--- config.mk ---
export PLATFORM = sky130hd
export DESIGN_NAME = qspi_cmd_fsm
export DESIGN_NICKNAME = d
export VERILOG_FILES = /design/src/common/qspi_flash_pkg.sv /design/src/protocol/qspi_cmd_fsm.sv
export SDC_FILE = /design/constraint.sdc
export NUM_CORES = 1
export LEC_CHECK = 0
export ABC_AREA = 1
export BUFFER_PORTS_ARGS = -buffer_cell sky130_fd_sc_hd__buf_4
export CORE_MARGIN = 8
export CORE_UTILIZATION = 54
export CTS_CLUSTER_SIZE = 28
export DETAILED_ROUTE_END_ITERATION = 8
export PLACE_DENSITY_LB_ADDON = 0.15
export SYNTH_ARGS = -nofsm -noshare
export SYNTH_HDL_FRONTEND = slang
export SYNTH_SLANG_ARGS = --single-unit
--- constraint.sdc ---
create_clock -name qspi_sclk -period 3.7 [get_ports qspi_sclk]
set_input_delay 0.185 -clock qspi_sclk [delete_from_list [all_inputs] [get_ports qspi_sclk]]
set_output_delay 0.185 -clock qspi_sclk [all_outputs]
set_load 0.05 [all_outputs]
--- src/common/qspi_flash_pkg.sv ---
// opcodes, FSM states, lane modes, request structs and protocol constants of the flash model
`default_nettype none

package qspi_flash_pkg;

    localparam int ADDR_BITS  = 24;
    localparam int ADDR_BYTES = 3;    // address bytes after the opcode
    localparam int PAGE_BYTES = 256;  // program wraps inside one page
    localparam int FAST_DUMMY = 8;    // dummy edges for 0B
    localparam int DUAL_DUMMY = 4;    // dummy edges for 3B

    localparam logic [23:0] JEDEC_ID = 24'hC2_2017;  // manufacturer, type, capacity

    // offset bits inside a page
    localparam logic [ADDR_BITS-1:0] PAGE_MASK = ADDR_BITS'(PAGE_BYTES - 1);

    typedef enum logic [7:0] {
        CMD_RDID      = 8'h9F,
        CMD_RDSR      = 8'h05,
        CMD_WREN      = 8'h06,
        CMD_WRDI      = 8'h04,
        CMD_READ      = 8'h03,
        CMD_FAST_READ = 8'h0B,
        CMD_DUAL_READ = 8'h3B,  // 1-1-2
        CMD_PP        = 8'h02,
        CMD_QPP       = 8'h32,  // 1-1-4
        CMD_SE        = 8'h20
    } opcode_e;

    typedef enum logic [2:0] {
        ST_CMD,
        ST_ADDR,
        ST_DUMMY,
        ST_READ,
        ST_PROGRAM,
        ST_ID,
        ST_STATUS,
        ST_DONE     // wait here until cs_n rises
    } fsm_state_e;

    typedef enum logic [1:0] {
        LANE_X1,
        LANE_X2,
        LANE_X4
    } lane_mode_e;

    // single byte write into the array
    typedef struct packed {
        logic                 valid;
        logic [ADDR_BITS-1:0] addr;
        logic [7:0]           data;
    } mem_write_t;

    typedef struct packed {
        logic wip;
        logic wel;
    } status_t;

    // one-cycle pulses from the command FSM
    typedef struct packed {
        logic                 byte_written;
        logic                 erase_start;
        logic [ADDR_BITS-1:0] erase_addr;
    } prog_req_t;

endpackage

`default_nettype wire

--- src/protocol/qspi_cmd_fsm.sv ---
// command FSM: opcode decode, address capture, dummy count, read/program/ID/status phases
`default_nettype none

module qspi_cmd_fsm (
    input  logic                                    qspi_sclk,
    input  logic                                    qspi_cs_n,
    input  logic [7:0]                              in_byte,
    input  logic                                    byte_done,
    output qspi_flash_pkg::lane_mode_e              lanes,
    output logic                                    load,
    output logic [7:0]                              out_byte,
    output logic                                    clear,
    output logic [3:0]                              oe,
    output logic [qspi_flash_pkg::ADDR_BITS-1:0]    rd_addr,
    input  logic [7:0]                              rd_data,
    output qspi_flash_pkg::mem_write_t              wr,
    input  qspi_flash_pkg::status_t                 status,
    output qspi_flash_pkg::prog_req_t               prog,
    output logic                                    set_wel,
    output logic                                    clr_wel
);
    import qspi_flash_pkg::*;

    fsm_state_e           state, state_d;
    opcode_e              cmd, cmd_d;
    logic [ADDR_BITS-1:0] addr, addr_d;      // next byte to send or program
    logic [1:0]           addr_cnt, addr_cnt_d;
    logic [3:0]           dummy_cnt, dummy_d;
    logic [1:0]           id_idx, id_d;      // next JEDEC byte
    logic [ADDR_BITS-1:0] addr_new;
    logic                 last_addr;
    logic                 wr_ok;
    logic [7:0]           status_byte;
    opcode_e              op;

    assign addr_new    = {addr[ADDR_BITS-9:0], in_byte};
    assign last_addr   = (addr_cnt == 2'(ADDR_BYTES - 1));
    assign wr_ok       = status.wel && !status.wip;  // program and erase gate
    assign status_byte = {6'b000000, status.wel, status.wip};
    assign op          = opcode_e'(in_byte);

    // memory is read at the address being completed during the address phase
    assign rd_addr = (state == ST_ADDR) ? addr_new : addr;

    always_comb begin
        state_d    = state;
        cmd_d      = cmd;
        addr_d     = addr;
        addr_cnt_d = addr_cnt;
        dummy_d    = dummy_cnt;
        id_d       = id_idx;
        load       = 1'b0;
        out_byte   = rd_data;
        clear      = 1'b0;
        set_wel    = 1'b0;
        clr_wel    = 1'b0;
        prog       = '0;
        wr         = '0;
        case (state)
            ST_CMD: begin
                if (byte_done) begin
                    cmd_d      = op;
                    addr_cnt_d = 2'd0;
                    case (op)
                        CMD_RDID: begin
                            load     = 1'b1;
                            out_byte = JEDEC_ID[23:16];
                            id_d     = 2'd1;
                            state_d  = ST_ID;
                        end
                        CMD_RDSR: begin
                            load     = 1'b1;
                            out_byte = status_byte;
                            state_d  = ST_STATUS;
                        end
                        CMD_WREN: begin
                            set_wel = 1'b1;
                            state_d = ST_DONE;
                        end
                        CMD_WRDI: begin
                            clr_wel = 1'b1;
                            state_d = ST_DONE;
                        end
                        CMD_READ, CMD_FAST_READ, CMD_DUAL_READ: state_d = ST_ADDR;
                        CMD_PP, CMD_QPP, CMD_SE: state_d = wr_ok ? ST_ADDR : ST_DONE;
                        default: state_d = ST_DONE;  // unknown opcode
                    endcase
                end
            end
            ST_ADDR: begin
                if (byte_done) begin
                    addr_d     = addr_new;
                    addr_cnt_d = addr_cnt + 2'd1;
                    if (last_addr) begin
                        case (cmd)
                            CMD_READ: begin
                                load    = 1'b1;  // first byte goes out right away
                                addr_d  = addr_new + 1'b1;
                                state_d = ST_READ;
                            end
                            CMD_FAST_READ: begin
                                dummy_d = 4'(FAST_DUMMY - 1);
                                state_d = ST_DUMMY;
                            end
                            CMD_DUAL_READ: begin
                                dummy_d = 4'(DUAL_DUMMY - 1);
                                state_d = ST_DUMMY;
                            end
                            CMD_SE: begin
                                prog.erase_start = 1'b1;
                                prog.erase_addr  = addr_new;
                                state_d          = ST_DONE;
                            end
                            default: state_d = ST_PROGRAM;  // PP and QPP
                        endcase
                    end
                end
            end
            ST_DUMMY: begin
                clear = 1'b1;  // hold the bit counter during dummy edges
                if (dummy_cnt == 4'd0) begin
                    load    = 1'b1;
                    addr_d  = addr + 1'b1;
                    state_d = ST_READ;
                end else begin
                    dummy_d = dummy_cnt - 4'd1;
                end
            end
            ST_READ: begin
                if (byte_done) begin
                    load   = 1'b1;  // stream continues until cs_n rises
                    addr_d = addr + 1'b1;
                end
            end
            ST_PROGRAM: begin
                if (byte_done) begin
                    wr.valid          = 1'b1;
                    wr.addr           = addr;
                    wr.data           = in_byte;
                    prog.byte_written = 1'b1;
                    addr_d = (addr & ~PAGE_MASK) | ((addr + 1'b1) & PAGE_MASK);  // page wrap
                end
            end
            ST_ID: begin
                if (byte_done) begin
                    case (id_idx)
                        2'd1: begin
                            load     = 1'b1;
                            out_byte = JEDEC_ID[15:8];
                            id_d     = 2'd2;
                        end
                        2'd2: begin
                            load     = 1'b1;
                            out_byte = JEDEC_ID[7:0];
                            id_d     = 2'd3;
                        end
                        default: state_d = ST_DONE;  // 24 bits sent
                    endcase
                end
            end
            ST_STATUS: begin
                if (byte_done) begin
                    load     = 1'b1;
                    out_byte = status_byte;  // live value each repeat
                end
            end
            ST_DONE: clear = 1'b1;
            default: state_d = ST_DONE;
        endcase
    end

    // lane mode and pad enables per phase
    always_comb begin
        lanes = LANE_X1;
        oe    = 4'b0000;
        case (state)
            ST_ID, ST_STATUS: oe = 4'b0010;
            ST_READ: begin
                if (cmd == CMD_DUAL_READ) begin
                    lanes = LANE_X2;
                    oe    = 4'b0011;
                end else begin
                    oe = 4'b0010;
                end
            end
            ST_PROGRAM: if (cmd == CMD_QPP) lanes = LANE_X4;
            default: ;
        endcase
    end

    always_ff @(posedge qspi_sclk or posedge qspi_cs_n) begin
        if (qspi_cs_n) begin
            state     <= ST_CMD;
            addr_cnt  <= 2'd0;
            dummy_cnt <= 4'd0;
            id_idx    <= 2'd0;
        end else begin
            state     <= state_d;
            addr_cnt  <= addr_cnt_d;
            dummy_cnt <= dummy_d;
            id_idx    <= id_d;
        end
    end

    always_ff @(posedge qspi_sclk) begin
        cmd  <= cmd_d;
        addr <= addr_d;
    end

    // pads are driven only in output phases
    a_oe_phase: assert property (@(posedge qspi_sclk) disable iff (qspi_cs_n)
        (oe != 4'b0000) |-> (state inside {ST_ID, ST_STATUS, ST_READ}))
        else $error("pad output enabled in state %s", state.name());

endmodule

`default_nettype wire

Word-level counts from Yosys, hierarchy flattened
Cells that the tools add are included. Widths: inputs -> output; s select.

Equality and inequality tests: 37. Reduce and logical (&&, ||, !) cells: 23. Mux-type cells: 66. Bitwise logic cells: 1. Add/subtract/negate cells: 4.

Operator list (count): $mux 24 (7); $mux 25 (4); $pmux 24 s4 (1); $mux 33 (2); $add 24x1->24 const B (2); $eq 8x6->1 const B (6); $pmux 8 s2 (2); $eq 8x2->1 const B (3); $eq 8x3->1 const B (3); $mux 8 (3); $or 24x8->24 (1); $pmux 3 s4 (2); $pmux 8 s3 (1); $mux 3 (7); $ne 2x2->1 const B (10); $pmux 2 s2 (5); $mux 1 (19); $eq 8x4->1 const B (2); $pmux 4 s2 (2); $reduce_and 5->1 (3); $eq 3x3->1 const B (4); $mux 2 (6); $mux 4 (3); $reduce_or 2->1 (6); 20 further kinds (27).

Register bits after elaboration: 43.

Longest topological paths before layout
Depth in word-level cells: 6. Mapped depth: 11.

Least setup slack after synthesis
No wires, ideal clock.

Path type: register to register. Start point: register dummy_cnt[0]. End point: register addr[0], enable pin. Slack: 0.402 ns. Clock period less this slack: 3.298 ns. Arrival: 2.855 ns. Stages on the path, launching flop included: 9. Library setup time: 0.442 ns. Required time: 3.258 ns. Cells stage by stage: dfrtp_1 > inv_1 > ha_1 > nand2_1 > nor2_1 > nor2_2 > nor2_2 > inv_2 > a211oi_1.

Word-level cells in the longest chain between the ends: 3.

RTL lines: start: declaration (RTL line qspi_cmd_fsm.sv:28) `logic [3:0] dummy_cnt, dummy_d;`; start signal: assignment (RTL line qspi_cmd_fsm.sv:200) `dummy_cnt <= dummy_d;`; $logic_not 4->1 (RTL line qspi_cmd_fsm.sv:121) `if (dummy_cnt == 4'd0) begin`; $ne 2x2->1 (no source line); $reduce_and 5->1 (no source line); end signal: assignment (RTL line qspi_cmd_fsm.sv:207) `addr <= addr_d;`; end: declaration (RTL line qspi_cmd_fsm.sv:26) `logic [ADDR_BITS-1:0] addr, addr_d;`.

No other way between the ends. A chain may end at the register's enable or synchronous reset.

==> reports/results.txt <==
On the critical path, the stage with the largest delay is an instance of sky130_fd_sc_hd__dfrtp_1. The die width was 107 um; the post-synthesis sequential area ratio was 0.275. Setup slack on the worst reg-to-reg path comes out at 1190 ps.

IR analysis of the VDD net gives a maximum drop of 0.295 mV. STA puts the critical path data arrival time at 2680 ps. In this run the core area contains 33 standard-cell rows. The core region is 8130 um^2.

The vertical die dimension is 107 um, and the accumulated negative setup slack is 0 ps. Capture instance of the worst register-to-register path: addr[12]. The cell class contributing the biggest share of worst-path delay was simple AND/OR/NAND/NOR gates. In this run the cell area of the synthesized design comes to 4490 um^2.

The share of total power consumed by net switching is 0.570, and the number of antenna violations at the first check in global routing is 0. Share of the core filled with cells in the final layout: 0.678. The most critical setup path has its startpoint at state[2]. Detailed routing inserted a total of 5,339 vias.

The area added between synthesis and finish came out at 22.8%. The number of global-route vias before repair came out at 5,102. For the maximum level of the CTS H-tree, the log shows 2. The post-synthesis async set-or-reset flop share was 0.256. Once the clock tree was built, the setup fixing pass inserted 0 buffers. The path category of the worst min-delay check is input port to register. In this design, the stage delay of the slowest critical-path cell is 530 ps. Setup violations remaining at the end of the flow were counted as 0.

TritonCTS built the clock tree. The clock arrives with 13.2 ps of skew. The total clock sinks is 43. The power dissipated by switching net loads was 1980 uW; the wire length per cell after detailed routing was 16.0 um.

The routed design has 15.3 mm of wire. The logs give 0.267 for the part of the power in registers and 0 for the max capacitance violation total. The worst setup path is captured at a primary output. After synthesis, the mean cell area works out to 6.06 um^2. The clock latency reported for the late side of the worst-skew pair is 310 ps, and the clock-pin slew of the registers on the worst-case setup and hold paths is 90 ps. The half-perimeter wire length after placement was 11.7 mm; the final net count was 880. The pre-antenna-repair detailed-routing pass consisted of 6 iterations.

The critical path ends at prog[17]. The number of fill cells in the layout was 744; the global-route wire length before repair was 25.1 mm. For this design the top-level I/O count stands at 122.

For the static leakage, the log shows 0.00285 uW. The internal power of the cells totals 1490 uW. In the layout the commonest cells are 210 x sky130_fd_sc_hd__nand2_1, 121 x sky130_fd_sc_hd__buf_4, 120 x sky130_fd_sc_hd__nor2_1, 93 x sky130_fd_sc_hd__inv_1, 71 x sky130_fd_sc_hd__nand3_1.

For the total count of max-transition violations in the final report, the log shows 0. Counting flops with a built-in enable in the synthesized netlist gives 32. The category of the most critical setup path was register to primary output.

The worst-case headroom to the max-slew limit was 0.507; the portion of total power attributed to the clock network was 0.099. The length in cells of the worst reg-to-reg path was 7; the number of buffers inserted during clock tree synthesis was 5. Aggregate global routing overflow: 0. Startpoint kind of the worst setup timing path: a register. The post-CTS resize count came out at 0. Library cell used as clock root buffer: sky130_fd_sc_hd__clkbuf_8.

The library cell used most frequently in the layout, excluding fill and tap cells, is sky130_fd_sc_hd__nand2_1. The run gives 56 as the pin count of the biggest net entering global routing. The required arrival time at the worst endpoint is 3510 ps, and the power density over the cells is 629 nW/um^2. The critical path crosses 6 cells after its start point.

The final non-filler cell total was 956. The flow ran to the end, and the final reports show no timing, DRC or antenna violations. The tools report the part of the power in combinational logic as 0.634. The repair_antennas step left the layout with diodes totalling 0. The die covers 11,500 um^2. The top fanout value on the critical path is 55. Synthesis handed over a netlist of 742 instances. Footprint of the flip-flops and latches: 1240 um^2.

Based on the critical path, the design can be clocked at up to 0.349 GHz. For the overall fraction of global-route tracks in use, the log shows 0.265. Setup repair after global routing left no endpoint under its margin. Summing all multi-input logic gate instances after layout gives 2740 um^2. The launching point of the worst reg2reg path is state[2]. For this block, the initial DRC count from the detailed router was 515. The number of hold-slack violations in the final timing report was 0. The startpoint identified for the worst hold timing path is in_byte[6].

The worst-margin pin slew was 737 ps. The flip-flop and latch count after synthesis came out at 43. No sink is reached through more buffers than the 2 on the longest clock path.

The worst path in the final design needs a cycle of 2870 ps, including I/O delays and setup. Port buffering added 119 buffers. The share of the cycle needed by the critical path after routing is 0.775. Yosys printed 0 warnings. The number of placed cells counting well taps is 947.

Number of hold buffers added after cts: 1. After detailed routing, the number of vias per cell comes to 5.58. Main flop type after synthesis: sky130_fd_sc_hd__edfxtp_1. Together, buffers and inverters on the worst path number 2. After detailed routing, the number of remaining DRC violations is 0.

The starting density of the core was 0.553; the count of different cell masters after synthesis was 40. The critical path goes through inv_2 > nand2_4 > nor3_2 > nand3_2 > nor2_1 > buf_4. The count of antenna-violating nets left after detailed routing came out at 0.

Routability-driven placement finished with a final weighted congestion of 1.00. The share of layout cells above drive strength 1 was 0.208.
-- routing by layer --
layer  wire [um]  global-route usage  vias up
li1            -                   -     2598
met1        6590               0.355     2428
met2        6850               0.418      293
met3        1710              0.0630       20
met4         144              0.0633        0
met5           0                   0        -
-- power groups by stage --
stage	clock network, uW	registers (uW)	logic [uW]
2_1_floorplan	0	858	1620
3_3_place_gp	0	922	2130
3_5_place_dp	0	928	2170
4_1_cts	342	918	2180
5_1_grt	360	949	2390
6_report	342	927	2200
-- synth_stat cells, types with 2 or more instances --
master                       n  area share
sky130_fd_sc_hd__dfrtp_1    11       0.061
sky130_fd_sc_hd__o21ai_1     9       0.010
sky130_fd_sc_hd__nor3_2      5       0.011
sky130_fd_sc_hd__buf_6       3      0.0075
sky130_fd_sc_hd__buf_2       7      0.0078
sky130_fd_sc_hd__ha_1        9       0.025
sky130_fd_sc_hd__nor2_4      6       0.015
sky130_fd_sc_hd__inv_1      93       0.078
sky130_fd_sc_hd__o22ai_1     3      0.0042
sky130_fd_sc_hd__edfxtp_1   32        0.21
sky130_fd_sc_hd__nand4_1    13       0.018
sky130_fd_sc_hd__nor2_1    120        0.10
sky130_fd_sc_hd__nand2_1   210        0.18
sky130_fd_sc_hd__nand3_1    71       0.079
sky130_fd_sc_hd__nand2_2     5      0.0070
sky130_fd_sc_hd__a31oi_1     3      0.0042
sky130_fd_sc_hd__nor3b_1     2      0.0033
sky130_fd_sc_hd__nor2_2     11       0.015
sky130_fd_sc_hd__inv_2      11      0.0092
sky130_fd_sc_hd__nand3_2     3      0.0067
sky130_fd_sc_hd__o211ai_1    3      0.0050
sky130_fd_sc_hd__nor3_1      9       0.010
sky130_fd_sc_hd__a21oi_1    14       0.016
sky130_fd_sc_hd__a21o_1      2      0.0033
sky130_fd_sc_hd__buf_4       5      0.0084
sky130_fd_sc_hd__nand2_4     2      0.0050
sky130_fd_sc_hd__clkbuf_1    7      0.0058
sky130_fd_sc_hd__xor2_1      5      0.0097
sky130_fd_sc_hd__o21ai_0    57       0.063
-- cell families after synthesis --
family,synth area share
compound gates,0.118
xor+xnor,0.00974
fa+ha+maj,0.0251
buf+inv,0.116
flops,0.275
other cells,0.000834
simple gates,0.455
-- metrics by stage --
| step | hold slack (ps) | worst slack (ps) | power [uW] | area (um^2) |
|---|---|---|---|---|
| 6_report | 95.6 | 834 | 3470 | 5520 |
| 3_5_place_dp | 219 | 1220 | 3100 | 5410 |
| 2_1_floorplan | 37.4 | 402 | 2480 | 4500 |
| 5_1_grt | 86.3 | 629 | 3700 | 5520 |
| 3_3_place_gp | 205 | 1350 | 3060 | 5410 |
| 4_1_cts | 90.3 | 866 | 3440 | 5520 |
-- worst min-delay path by stage --
stage | to | depth (start not counted) | slack, ps
2_1_floorplan | addr_cnt[0] | 1 | 40
3_3_place_gp | dummy_cnt[1] | 2 | 210
3_5_place_dp | dummy_cnt[0] | 2 | 220
4_1_cts | cmd[6] | 1 | 90
5_1_grt | cmd[6] | 1 | 90
6_report | cmd[6] | 1 | 100
-- layout make-up --
cell class / count / area share
Multi-Input combinational cell: 574 / 0.497
Sequential cell: 43 / 0.224
Timing Repair Buffer: 122 / 0.166
Inverter: 104 / 0.0707
Tap cell: 105 / 0.0238
Clock buffer: 6 / 0.0150
Clock inverter: 2 / 0.00272
-- state kept, by name, summed over array words and instances (netlist names) --
register	cells
addr	24
id_idx	2
addr_cnt	2
state	3
dummy_cnt	4
cmd	8
Power figures use the tool's default switching activity.
