<file path="config.mk">
export PLATFORM = sky130hd
export DESIGN_NAME = flash_busy_ctrl
export DESIGN_NICKNAME = d
export VERILOG_FILES = /design/src/common/qspi_flash_pkg.sv /design/src/source/flash_busy_ctrl.sv
export SDC_FILE = /design/constraint.sdc
export NUM_CORES = 1
export LEC_CHECK = 0
export BUFFER_PORTS_ARGS = -buffer_cell sky130_fd_sc_hd__buf_2
export CAP_MARGIN = 10
export CORE_ASPECT_RATIO = 0.8
export CORE_MARGIN = 3
export CORE_UTILIZATION = 25
export DETAILED_ROUTE_END_ITERATION = 10
export MAX_ROUTING_LAYER = met4
export PLACE_DENSITY = 0.48
export SLEW_MARGIN = 40
export SYNTH_ARGS = -nofsm -noshare
export SYNTH_HDL_FRONTEND = slang
export SYNTH_SLANG_ARGS = --single-unit
</file>
<file path="constraint.sdc">
create_clock -name qspi_sclk -period 2.7 [get_ports qspi_sclk]
set_input_delay 0.27 -clock qspi_sclk [delete_from_list [all_inputs] [get_ports qspi_sclk]]
set_output_delay 0.27 -clock qspi_sclk [all_outputs]
set_load 0.005 [all_outputs]
</file>
<file path="src/common/qspi_flash_pkg.sv">
// opcodes, FSM states, lane modes, request structs and protocol constants of the flash model
`default_nettype none

package qspi_flash_pkg;

    localparam int ADDR_BITS  = 24;
    localparam int ADDR_BYTES = 3;    // address bytes after the opcode
    localparam int PAGE_BYTES = 256;  // program wraps inside one page
    localparam int FAST_DUMMY = 8;    // dummy edges for 0B
    localparam int DUAL_DUMMY = 4;    // dummy edges for 3B

    localparam logic [23:0] JEDEC_ID = 24'hC2_2017;  // manufacturer, type, capacity

    // offset bits inside a page
    localparam logic [ADDR_BITS-1:0] PAGE_MASK = ADDR_BITS'(PAGE_BYTES - 1);

    typedef enum logic [7:0] {
        CMD_RDID      = 8'h9F,
        CMD_RDSR      = 8'h05,
        CMD_WREN      = 8'h06,
        CMD_WRDI      = 8'h04,
        CMD_READ      = 8'h03,
        CMD_FAST_READ = 8'h0B,
        CMD_DUAL_READ = 8'h3B,  // 1-1-2
        CMD_PP        = 8'h02,
        CMD_QPP       = 8'h32,  // 1-1-4
        CMD_SE        = 8'h20
    } opcode_e;

    typedef enum logic [2:0] {
        ST_CMD,
        ST_ADDR,
        ST_DUMMY,
        ST_READ,
        ST_PROGRAM,
        ST_ID,
        ST_STATUS,
        ST_DONE     // wait here until cs_n rises
    } fsm_state_e;

    typedef enum logic [1:0] {
        LANE_X1,
        LANE_X2,
        LANE_X4
    } lane_mode_e;

    // single byte write into the array
    typedef struct packed {
        logic                 valid;
        logic [ADDR_BITS-1:0] addr;
        logic [7:0]           data;
    } mem_write_t;

    typedef struct packed {
        logic wip;
        logic wel;
    } status_t;

    // one-cycle pulses from the command FSM
    typedef struct packed {
        logic                 byte_written;
        logic                 erase_start;
        logic [ADDR_BITS-1:0] erase_addr;
    } prog_req_t;

endpackage

`default_nettype wire

</file>
<file path="src/source/flash_busy_ctrl.sv">
// status control: WEL and WIP bits, program busy countdown and sector erase walker
`default_nettype none

module flash_busy_ctrl #(
    parameter int SECTOR_BYTES   = 4096,
    parameter int PROGRAM_CYCLES = 32
) (
    input  logic                       qspi_sclk,
    input  qspi_flash_pkg::prog_req_t  prog,
    input  logic                       set_wel,
    input  logic                       clr_wel,
    output qspi_flash_pkg::status_t    status,
    output qspi_flash_pkg::mem_write_t erase_wr
);
    import qspi_flash_pkg::*;

    localparam int PCNT_BITS = $clog2(PROGRAM_CYCLES + 1);
    localparam int ECNT_BITS = $clog2(SECTOR_BYTES + 1);
    localparam logic [ADDR_BITS-1:0] SECTOR_MASK = ADDR_BITS'(SECTOR_BYTES - 1);

    // keeps running across chip selects, starts idle at power-up
    logic                 wip        = 1'b0;
    logic                 wel        = 1'b0;
    logic [PCNT_BITS-1:0] prog_cnt   = '0;
    logic [ECNT_BITS-1:0] erase_left = '0;   // bytes still to erase
    logic [ADDR_BITS-1:0] erase_ptr  = '0;
    logic                 busy_end;

    // last edge of either countdown, unless new work arrives
    assign busy_end = !prog.byte_written && !prog.erase_start &&
                      ((prog_cnt == PCNT_BITS'(1)) || (erase_left == ECNT_BITS'(1)));

    always_ff @(posedge qspi_sclk) begin
        if (prog.byte_written) begin
            prog_cnt <= PCNT_BITS'(PROGRAM_CYCLES);  // each byte restarts the timer
        end else if (prog_cnt != '0) begin
            prog_cnt <= prog_cnt - 1'b1;
        end

        if (prog.erase_start) begin
            erase_left <= ECNT_BITS'(SECTOR_BYTES);
            erase_ptr  <= prog.erase_addr & ~SECTOR_MASK;  // align to sector start
        end else if (erase_left != '0) begin
            erase_left <= erase_left - 1'b1;
            erase_ptr  <= erase_ptr + 1'b1;
        end

        if (prog.byte_written || prog.erase_start) begin
            wip <= 1'b1;
        end else if (busy_end) begin
            wip <= 1'b0;
        end

        if (busy_end) begin
            wel <= 1'b0;
        end else if (set_wel) begin
            wel <= 1'b1;
        end else if (clr_wel) begin
            wel <= 1'b0;
        end
    end

    assign status.wip     = wip;
    assign status.wel     = wel;
    assign erase_wr.valid = (erase_left != '0);
    assign erase_wr.addr  = erase_ptr;
    assign erase_wr.data  = 8'hFF;

    a_one_request: assert property (@(posedge qspi_sclk)
        !(prog.byte_written && prog.erase_start))
        else $error("program and erase requested together");

    a_erase_busy: assert property (@(posedge qspi_sclk) erase_wr.valid |-> status.wip)
        else $error("erase write while WIP is clear");

endmodule

`default_nettype wire

</file>
* After elaboration in Yosys (flattened, before gate mapping)
Cells that the tools add are included.
** Cells by class
- Equal/unequal tests :: 2
- Multiplexer cells :: 4
- Add/subtract/negate cells :: 3
- Reductions and logical operators :: 10
** Operator list (count)
- 24-bit 2-to-1 mux :: 2
- 24-bit by 1-bit adder with 24-bit output, second input constant :: 1
- 13-bit by 1-bit equality test with 1-bit output, second input constant :: 1
- 13-bit nonzero test :: 1
- 13-bit by 1-bit subtractor with 13-bit output, second input constant :: 1
- 6-bit by 1-bit equality test with 1-bit output, second input constant :: 1
- 6-bit nonzero test :: 1
- 6-bit by 1-bit subtractor with 6-bit output, second input constant :: 1
- 2-bit nonzero test :: 2
- 1-bit logical AND :: 2
- 1-bit logical NOT :: 2
- 1-bit logical OR :: 2
- 1-bit 2-to-1 mux :: 2
** Storage, ports and cells
- Flip-flop bits (word level) :: 45
- Input bits :: 29
- Output and inout bits :: 35
- Logic and storage cells :: 25

* Logic depth before layout (Yosys ltp)
Gate-level depths: netlist of the first run.
- Word-level depth :: 3
- Gate-level depth with buffers :: 9
- Depth with buffers taken out :: 8

* Worst setup path after synthesis of the first run
OpenSTA, ideal clock, no wires.
- Path type :: register -> register
- Start :: register erase_left[0] (netlist name)
- End :: register erase_ptr[23], data pin
- Path buffers :: 1
- Setup time :: 262 ps
- Cell stages (with the launch flop) :: 9
- Setup slack :: 485 ps
- Clock period less this slack :: 2215 ps
- Data required time :: 2438 ps
- Arrival :: 1953 ps
- Cells stage by stage :: dfxtp_1 > inv_1 > ha_1 > or3b_1 > nor4_4 > buf_4 > nand2_1 > o21ai_0 > a21oi_1
** RTL lines
- end signal, assigned :: line flash_busy_ctrl.sv:42 : erase_ptr <= prog.erase_addr & ~SECTOR_MASK;
- end signal, assigned :: line flash_busy_ctrl.sv:45 : erase_ptr <= erase_ptr + 1'b1;
- end, declared :: line flash_busy_ctrl.sv:26 : logic [ADDR_BITS-1:0] erase_ptr = '0;

==> summary.md, run 1 <==
| Metric | Value |
|---|---|
| Status | `finished clean` |
| Kind of critical path | `register to primary output` |
| DRC Markers | `0` |
| Yosys cell types | `40` |
| Pwr/cell area | `about 870 nW/um2` |
| 1st-iter DRT viols | `73` |
| Minimum clock period | `2.49 ns` |
| Postcts setup bufs | `0` |
| Die height | `between 90 and 100 um` |
| Post-synth EDFFs | `12` |
| Final design instance area without fill | `2800 um2` |
| Power Total | `around 0.0024 W` |
| Clock latency on the worst-skew pair | `0.29 ns` |
| GR peak layer | `met2` |
| Most frequent cell after synthesis | `dfxtp_1` |
| Worst setup EP type | `primary output` |
| Yosys top cell by area | `dfxtp_1` |
| M1 GR Usage | `12.8%` |
| Worst-Margin Slew | `0.530 ns` |
| Ys flop type | `dfxtp_1` |
| MaxCap Viol Count | `0` |
| Met3 Use GR | `2.31%` |
| Slew Limit Fails | `0` |
| Leak | `1.11 nW` |
| Initial Util | `a little over a quarter` |
| Worst vdd ir | `0.356 mV` |
| #FFs+latches synth | `45` |
| Post-placement cell area | `approximately 2600 um2` |
| CP startpoint kind | `register` |
| Via density | `4.49` |
| First-pass GRT wire length | `approximately 8500 um` |
| TritonCTS buffer count | `5` |
| Hold WC Path Type | `input pin to register` |
| Setup TNS | `0 ns` |
| Clock root cell | `clkbuf_16` |
| HPWL after DPL | `approximately 3600 um` |
| Final period utilization | `92.4%` |
| Share of post-route cells with drive strength above 1 | `21.8%` |
| Core area | `between 8000 and 9000 um2` |
| Synth top area cells | `dfxtp_1, edfxtp_1, xor2_1, xnor2_1, nor2_1` |
| GRT Residual Overflow | `0` |
| Initial antenna violation count | `0` |
| GR Util All Layers | `about a tenth` |
| Clk sinks | `45` |
| Max Fclk | `about 400 MHz` |
| Number of H-tree levels | `2` |
| CTS tree | `done` |
| Resized cells post-CTS | `0` |
| Critical path cell sequence | `inv_1 > ha_1 > or3b_1 > nor4_4 > inv_2 > buf_4 > buf_2` |
| CP top delay family | `simple AND/OR/NAND/NOR gates` |
| Synth Cell Area | `roughly 2300 um2` |
| Gp weighted congestion | `0.754` |
| Max Fanout on Critical Path | `13` |
| Endpoints failing setup | `0` |
| # diodes | `0` |
| Clk_skew | `0.00900 ns` |
| Slowest cell on crit path | `or3b_1` |
| Worst slew margin | `between 60% and 70%` |
| Fin nets | `approximately 330` |
| Final core utilization | `32.0%` |
| CP max stage delay | `between 0.4 and 0.5 ns` |
| First-pass DRT Iterations | `4` |
| Syn Area/Cell | `9.17 um2` |
| Routed vias | `1,839` |
| Req. time, crit path | `approximately 2.4 ns` |
| Largest net degree at the start of global routing | `36` |
| CP arrival | `2.22 ns` |
| Synth warn | `0` |
| Avg WL per Cell | `12.1 um` |
| Buffers & Inverters on Critical Path | `4` |
| P&R area growth vs syn | `20.6%` |
| RSZ-0062 raised after global routing | `no` |
| Die X | `114 um` |
| Cells after Synth | `roughly 250` |
| Detailed Route WL | `between 4000 and 5000 um` |
| Hold Buf Count CTS | `0` |
| Most frequent cells after synthesis | `dfxtp_1, nor2_1, nand2_1, xor2_1` |
| Vias in the first global route | `1,744` |
| Post-route ant nets | `0` |
| Met2 usage in global routing | `15.7%` |
| Share of the synthesized area in the top cell type | `28.5%` |
| Site Rows | `30` |
| Die area | `10,500 um2` |
| # IOs | `64` |
| Final Hold Violating Endpoints | `0` |
| FFs w/ async S/R, synth | `0%` |
| Register area share after synthesis | `44.0%` |
| Clock-pin slew on the worst setup and hold paths | `0.07 ns` |
| I/O Buffers | `43` |
| Clk buf depth | `2` |
[through the flow]
stage / hold WS [ns] / setup WS [ns] / std cells
after floorplan: 0.387 / 0.485 / 260
after global placement: 0.460 / 0.321 / 402
after detailed placement: 0.472 / 0.307 / 402
after CTS: 0.189 / 0.175 / 410
after global routing: 0.201 / 0.0397 / 410
final: 0.185 / 0.206 / 410
[where the power goes]
part           leakage, nW  total, W  internal, W  switching (W)
Sequential           0.402   0.00103     0.000856       0.000173
Combinational        0.618  0.000697     0.000344       0.000353
Clock               0.0874  0.000721     0.000463       0.000258
Total                 1.11   0.00245      0.00166       0.000783
[layout by cell type, fill, tap and decap left out, drive strengths merged, types with 2 or more instances in the layout]
master	n
edfxtp	12
nor3	14
or4	3
a211oi	2
dfxtp	33
o311ai	2
xnor2	14
nor2	31
nor4	9
a22oi	2
inv	9
xor2	21
conb	8
buf	48
ha	6
nand2	28
a21oi	5
clkbuf	6
nand4	9
and3	2
o21ai	11
nand3	11
[area by class of cell]
type | instances | area, um2
fillers | 916 | 5950
multi-input cells | 189 | 1180
flip-flops and latches | 45 | 1020
repair buffers | 48 | 253
well taps | 112 | 140
clock buffers | 6 | 139
clock inverters | 2 | 36.3
inverters | 8 | 30.0
[metal layers]
layer	vias to the layer above	wire, um	part of all wire (%)
met1	840	2390	48
met4	0	60	1.2
li1	958	-	-
met3	4	301	6.1
met2	37	2220	45
met5	-	0	0
[kinds of logic after synthesis]
kind of cell    Yosys count  share of synthesized area [%]
xor+xnor                 35                           13.2
simple gates            113                           25.6
fa+ha+maj                 6                           3.24
mux                       1                          0.485
buf+inv                  26                           6.36
compound gates           26                           6.96
flops                    45                           44.0
other cells               1                          0.162
[worst register-to-register path, delay by kind of cell (launching register included)]
family	cells	cell delay, ns
DFF	1	0.33
buffers and inverters	2	0.15
adders and majority gates	1	0.22
AOI/OAI and AO/OA	1	0.16
and+or+nand+nor	3	1.23
[flip-flops by register name, summed over array words and instances (netlist names)]
register    cells
prog_cnt        6
erase_left     13
erase_ptr      24
wel             1
wip             1
[path summary, 6_finish.rpt]
| path | start | end | slack, ns | depth (start not counted) |
|---|---|---|---|---|
| setup / recovery | erase_left[0] | erase_wr[32] | 0.21 | 7 |
| hold / removal | set_wel | wel | 0.19 | 3 |
| setup reg to reg | erase_left[0] | erase_ptr[14] | 0.34 | 7 |
| hold reg to reg | wel | wel | 0.49 | 2 |
(Power assumes the default switching activity.)
==> run 2, diff against run 1 <==
Settings changed: CORE_ASPECT_RATIO 0.8 to 1.4.
==> summary.md, run 2 (synthesis results as in run 1) <==
| Metric | Value |
|---|---|
| CP arrival | `2.21 ns (about the same)` |
| Final period utilization | `92.0% (-0.40 points)` |
| Die X | `87.4 um (-23%)` |
| TritonCTS buffer count | `5 (unchanged)` |
| Worst vdd ir | `0.376 mV (+5.3%)` |
| CTS tree | `done` |
| Die height | `120 um (+30%)` |
| Filler Cell Count | `1,004 (+9.6%)` |
| Most flop-heavy register | `erase_ptr` |
| MaxCap Viol Count | `0 (unchanged)` |
| Setup TNS | `0 ns (unchanged)` |
| First-pass DRT Iterations | `4 (unchanged)` |
| Post-route ant nets | `0 (unchanged)` |
| DRC Markers | `0 (unchanged)` |
| Met1 Wirelength | `2160 um (-9.6%)` |
| 1st-iter DRT viols | `117 (+60%)` |
| Max Fclk | `403 MHz (+0.44%)` |
| Met2 routed WL | `2460 um (+11%)` |
| RSZ-0062 raised after global routing | `no` |
| Most common cell after layout, fill and taps aside | `buf_2` |
| I/O Buffers | `43 (unchanged)` |
| Max Fanout on Critical Path | `13 (unchanged)` |
| Share of post-route cells with drive strength above 1 | `21.5% (-0.34 points)` |
| Req. time, crit path | `2.43 ns (about the same)` |
| Status | `finished clean` |
| CP startpoint kind | `register` |
| First-pass GRT wire length | `8630 um (+1.7%)` |
| Resized cells post-CTS | `0 (unchanged)` |
| Clock latency on the worst-skew pair | `0.28 ns (about the same)` |
| Largest register FFs | `24 (unchanged)` |
| P&R area growth vs syn | `19.6%` |
| GRT Residual Overflow | `0 (unchanged)` |
| Number of H-tree levels | `2 (unchanged)` |
| Endpoints failing setup | `0 (unchanged)` |
| Clk_skew | `0.00753 ns (-0.00147 ns)` |
| Initial antenna violation count | `0 (unchanged)` |
| Minimum clock period | `2.48 ns (-0.0109 ns)` |
| Hold WC Path Type | `input pin to register` |
| Largest net degree at the start of global routing | `36 (unchanged)` |
| Worst setup EP type | `primary output` |
| # diodes | `0 (unchanged)` |
| Clock root cell | `clkbuf_16` |
| Clock-pin slew on the worst setup and hold paths | `0.06 ns (about the same)` |
| Metal3 WL | `296 um (-1.7%)` |
| Fin nets | `332 (unchanged)` |
| HPWL after DPL | `3640 um (+1.1%)` |
| Worst slew margin | `66.0% (+1.6 points)` |
| Avg WL per Cell | `12.3 um (+1.4%)` |
| Commonest non-fill, non-tap cells in the layout | `buf_2, dfxtp_1, nor2_1` |
| Worst-Margin Slew | `0.507 ns (-0.0233 ns)` |
| Leak | `1.10 nW (-0.76%)` |
| Site Rows | `41 (+37%)` |
| Via density | `4.59 (+2.3%)` |
| Post-placement cell area | `2620 um2 (-0.24%)` |
| Core area | `9030 um2 (+3.2%)` |
| Routed vias | `1,859 (+1.1%)` |
| GR Util All Layers | `10.3% (+0.28 points)` |
| Final design instance area without fill | `2770 um2 (-0.81%)` |
| Vias in the first global route | `1,936 (+11%)` |
| Detailed Route WL | `4980 um (+0.16%)` |
| Initial Util | `25.7% (-0.83 points)` |
| Kind of critical path | `register to primary output` |
| Hold Buf Count CTS | `0 (unchanged)` |
| Final Hold Violating Endpoints | `0 (unchanged)` |
| Largest regs | `erase_ptr x24, erase_left x13, prog_cnt x6` |
| Die area | `10,500 um2 (about the same)` |
| Slew Limit Fails | `0 (unchanged)` |
| Clk sinks | `45 (unchanged)` |
| Clk buf depth | `2 (unchanged)` |
| Gp weighted congestion | `0.772 (+2.4%)` |
| # IOs | `64 (unchanged)` |
| Pwr/cell area | `854 nW/um2 (-2.3%)` |
| Top Layer Used | `met4` |
| Postcts setup bufs | `0 (unchanged)` |
## run 2: layout make-up
class | count | area, um2 | area share (%)
clock buffers | 7 | 154 | 5.55
clock inverters | 1 | 5.00 | 0.180
inverters | 8 | 30.0 | 1.08
multi-input cells | 189 | 1180 | 42.4
flip-flops and latches | 45 | 1020 | 36.8
well taps | 107 | 134 | 4.83
repair buffers | 48 | 253 | 9.11
## run 2: routing by layer
layer,track usage [%],up-vias
met4,3.17,0
met2,17.0,38
met1,12.2,866
li1,-,949
met5,-,-
met3,2.82,6
## run 2: where the power goes
group / internal, W / leakage (nW) / total [W] / switching (W)
Sequential: 0.000857 / 0.402 / 0.00103 / 0.000175
Clock: 0.000398 / 0.0790 / 0.000641 / 0.000243
Combinational: 0.000343 / 0.618 / 0.000698 / 0.000355
Total: 0.00160 / 1.10 / 0.00237 / 0.000773
## run 2: stage by stage
step / setup WS (ns) / hold WS [ns] / instances / util, % / total power (W)
2_1_floorplan: 0.485 / 0.387 / 260 / - / 0.00158
3_3_place_gp: 0.326 / 0.469 / 397 / 29.0 / 0.00174
3_5_place_dp: 0.278 / 0.466 / 397 / 29.0 / 0.00175
4_1_cts: 0.180 / 0.201 / 405 / 30.7 / 0.00241
5_1_grt: 0.0673 / 0.242 / 405 / 30.7 / 0.00256
6_report: 0.217 / 0.212 / 405 / 30.7 / 0.00237
## run 2: worst paths after layout
path,startpoint,end,slack (ns),cells past startpoint
max,erase_left[0],erase_wr[32],0.22,7
min,set_wel,wel,0.21,3
max reg2reg,erase_left[0],erase_ptr[18],0.33,7
min reg2reg,wip,wip,0.47,2
## run 2: critical path: stages (launching register included)
cell,delay [ns]
dfxtp_1,0.33
inv_1,0.10
ha_1,0.21
or3b_1,0.45
nor4_4,0.45
inv_2,0.06
buf_4,0.20
buf_2,0.14
==> run 3, diff against run 2 <==
Settings changed: SETUP_SLACK_MARGIN set to 0.4.
==> summary.md, run 3 (synthesis results as in run 1) <==
| Metric | Value |
|---|---|
| Status | `finished clean` |
| Worst r2r src | `erase_ptr[0]` |
| Final Hold Violating Endpoints | `0 (unchanged)` |
| TritonCTS buffer count | `5 (unchanged)` |
| Critical path cell sequence | `inv_1 > ha_2 > or3b_4 > nor4_4 > inv_2 > buf_4 > buf_2` |
| Die X | `87.4 um (unchanged)` |
| GR Util All Layers | `10.4% (+0.057 points)` |
| Routed vias | `1,872 (+0.70%)` |
| CP max stage delay | `0.42 ns (-0.03 ns)` |
| CTS tree | `done` |
| Worst setup EP type | `primary output` |
| Clock latency on the worst-skew pair | `0.29 ns (about the same)` |
| Reg2reg path depth | `6 (-1)` |
| Setup TNS | `0 ns (unchanged)` |
| Post-placement cell area | `2620 um2 (unchanged)` |
| Clk sinks | `45 (unchanged)` |
| Max Fanout on Critical Path | `13 (unchanged)` |
| Clock root cell | `clkbuf_16` |
| Avg WL per Cell | `12.4 um (+0.88%)` |
| Fin nets | `333 (+0.30%)` |
| Clk buf depth | `2 (unchanged)` |
| Vias in the first global route | `1,938 (+0.10%)` |
| FF-to-FF End | `erase_ptr[18]` |
| Commonest non-fill, non-tap cells in the layout | `buf_2, dfxtp_1, nor2_1` |
| Site Rows | `41 (unchanged)` |
| Endpoints failing setup | `0 (unchanged)` |
| GRT Residual Overflow | `0 (unchanged)` |
| 1st-iter DRT viols | `122 (+4.3%)` |
| Logic gate share of total power | `29.7% (+0.3 points)` |
| Share of post-route cells with drive strength above 1 | `22.4% (+0.93 points)` |
| Hold Path Cell Cnt | `3 (unchanged)` |
| Via density | `4.61 (+0.45%)` |
| Die area | `10,500 um2 (unchanged)` |
| Kind of critical path | `register to primary output` |
| Worst vdd ir | `0.377 mV (+0.46%)` |
| Net Sw Frac | `32.6% (about the same)` |
| CP arrival | `1.90 ns (-0.31 ns)` |
| Core area | `9030 um2 (unchanged)` |
| Clk_skew | `0.00779 ns (+0.000257 ns)` |
| Leak | `1.12 nW (+1.9%)` |
| Post-route ant nets | `0 (unchanged)` |
| R2r setup slk | `0.61 ns (+0.28 ns)` |
| CP startpoint kind | `register` |
| Final period utilization | `80.5% (-11 points)` |
| Number of H-tree levels | `2 (unchanged)` |
| Largest regs | `erase_ptr x24, erase_left x13, prog_cnt x6` |
| Worst-Margin Slew | `0.503 ns (-0.00344 ns)` |
| Slowest cell on crit path | `or3b_4` |
| Final design instance area without fill | `2800 um2 (+0.77%)` |
| Switching power | `0.000777 W (+0.54%)` |
| Hold WC Path Type | `input pin to register` |
| I/O Buffers | `43 (unchanged)` |
| Req. time, crit path | `2.43 ns (about the same)` |
| DRC Markers | `0 (unchanged)` |
| Buffers & Inverters on Critical Path | `4 (unchanged)` |
| Clock-pin slew on the worst setup and hold paths | `0.06 ns (about the same)` |
| Initial Util | `25.7% (unchanged)` |
| Largest net degree at the start of global routing | `36 (unchanged)` |
| # IOs | `64 (unchanged)` |
| Detailed Route WL | `5040 um (+1.1%)` |
| CP top delay family | `simple AND/OR/NAND/NOR gates` |
| Max Fclk | `460 MHz (+14%)` |
| HPWL after DPL | `3640 um (unchanged)` |
| Seq pwr share | `43.3% (-0.2 points)` |
| Clock share of power | `27.0% (about the same)` |
| Initial antenna violation count | `0 (unchanged)` |
| Worst slew margin | `66.2% (+0.20 points)` |
| MaxCap Viol Count | `0 (unchanged)` |
| Largest register FFs | `24 (unchanged)` |
| # diodes | `0 (unchanged)` |
| Minimum clock period | `2.17 ns (-0.309 ns)` |
| Die height | `120 um (unchanged)` |
| Hold path startpoint | `set_wel` |
| First-pass GRT wire length | `8680 um (+0.57%)` |
| P&R area growth vs syn | `20.5%` |
| Gp weighted congestion | `0.772 (unchanged)` |
| Internal | `0.00161 W (+0.63%)` |
| Most common cell after layout, fill and taps aside | `buf_2` |
| First-pass DRT Iterations | `4 (unchanged)` |
| Slew Limit Fails | `0 (unchanged)` |
| Most flop-heavy register | `erase_ptr` |
| RSZ-0062 raised after global routing | `no` |
| Pwr/cell area | `853 nW/um2 (-0.17%)` |
| Endpoint, Worst Hold | `wel` |
run 3: cell count changes in the layout (fill, tap and decap cells not counted), sizes merged:
cell / delta
buf: +1
run 3: tightest hold or removal path, cell delays in order:
cell and delay, ns:
buf_2 0.08, a21oi_1 0.04, nor2_1 0.07
run 3: layout make-up:
class / count / area, um2
clock buffers: 7 / 154
clock inverters: 1 / 5.00
fillers: 1002 / 6230
inverters: 8 / 30.0
multi-input cells: 189 / 1190
flip-flops and latches: 45 / 1020
well taps: 107 / 134
repair buffers: 49 / 260
run 3: power groups by stage:
stage          Sequential (W)  Combinational, W  Clock, W
6_report              0.00103          0.000709  0.000644
5_1_grt               0.00106          0.000809  0.000695
3_3_place_gp          0.00104          0.000695         0
4_1_cts               0.00103          0.000717  0.000670
2_1_floorplan         0.00101          0.000572         0
3_5_place_dp          0.00104          0.000704         0
run 3: worst max-delay path by stage:
| stage | from | end | slack [ns] | cells after the start |
|---|---|---|---|---|
| after floorplan | erase_left[0] | erase_ptr[23] | 0.49 | 8 |
| after global placement | erase_left[0] | erase_ptr[19] | 0.33 | 7 |
| after detailed placement | erase_left[0] | erase_ptr[18] | 0.28 | 7 |
| after CTS | erase_left[0] | erase_wr[32] | 0.43 | 7 |
| after global routing | erase_ptr[0] | erase_ptr[22] | 0.39 | 6 |
| final | erase_left[0] | erase_wr[32] | 0.53 | 7 |
run 3: timing repair:
action,in CTS,in global routing
gates resized for setup,1,2
endpoints found under the setup margin,12,11
setup buffers,1,0
hold buffers,0,0
pin swaps,1,1
gates cloned,0,0
run 3: metal layers:
metal  vias up  GRT usage, %  part of all wire (%)
met3         9          2.82                   6.0
met1       871          12.2                    44
li1        949             -                     -
met4         0          3.17                   1.5
met5         -             -                     0
met2        43          17.1                    48
run 3: through the flow:
step	total power [W]	worst slack, ns	utilization, %	hold WS, ns	std cells
floorplan	0.00158	0.485	-	0.387	260
global placement	0.00174	0.326	29.0	0.469	397
detailed placement	0.00175	0.278	29.0	0.466	397
CTS	0.00242	0.427	30.8	0.201	406
global route	0.00257	0.393	31.0	0.242	406
finish	0.00238	0.526	31.0	0.211	406
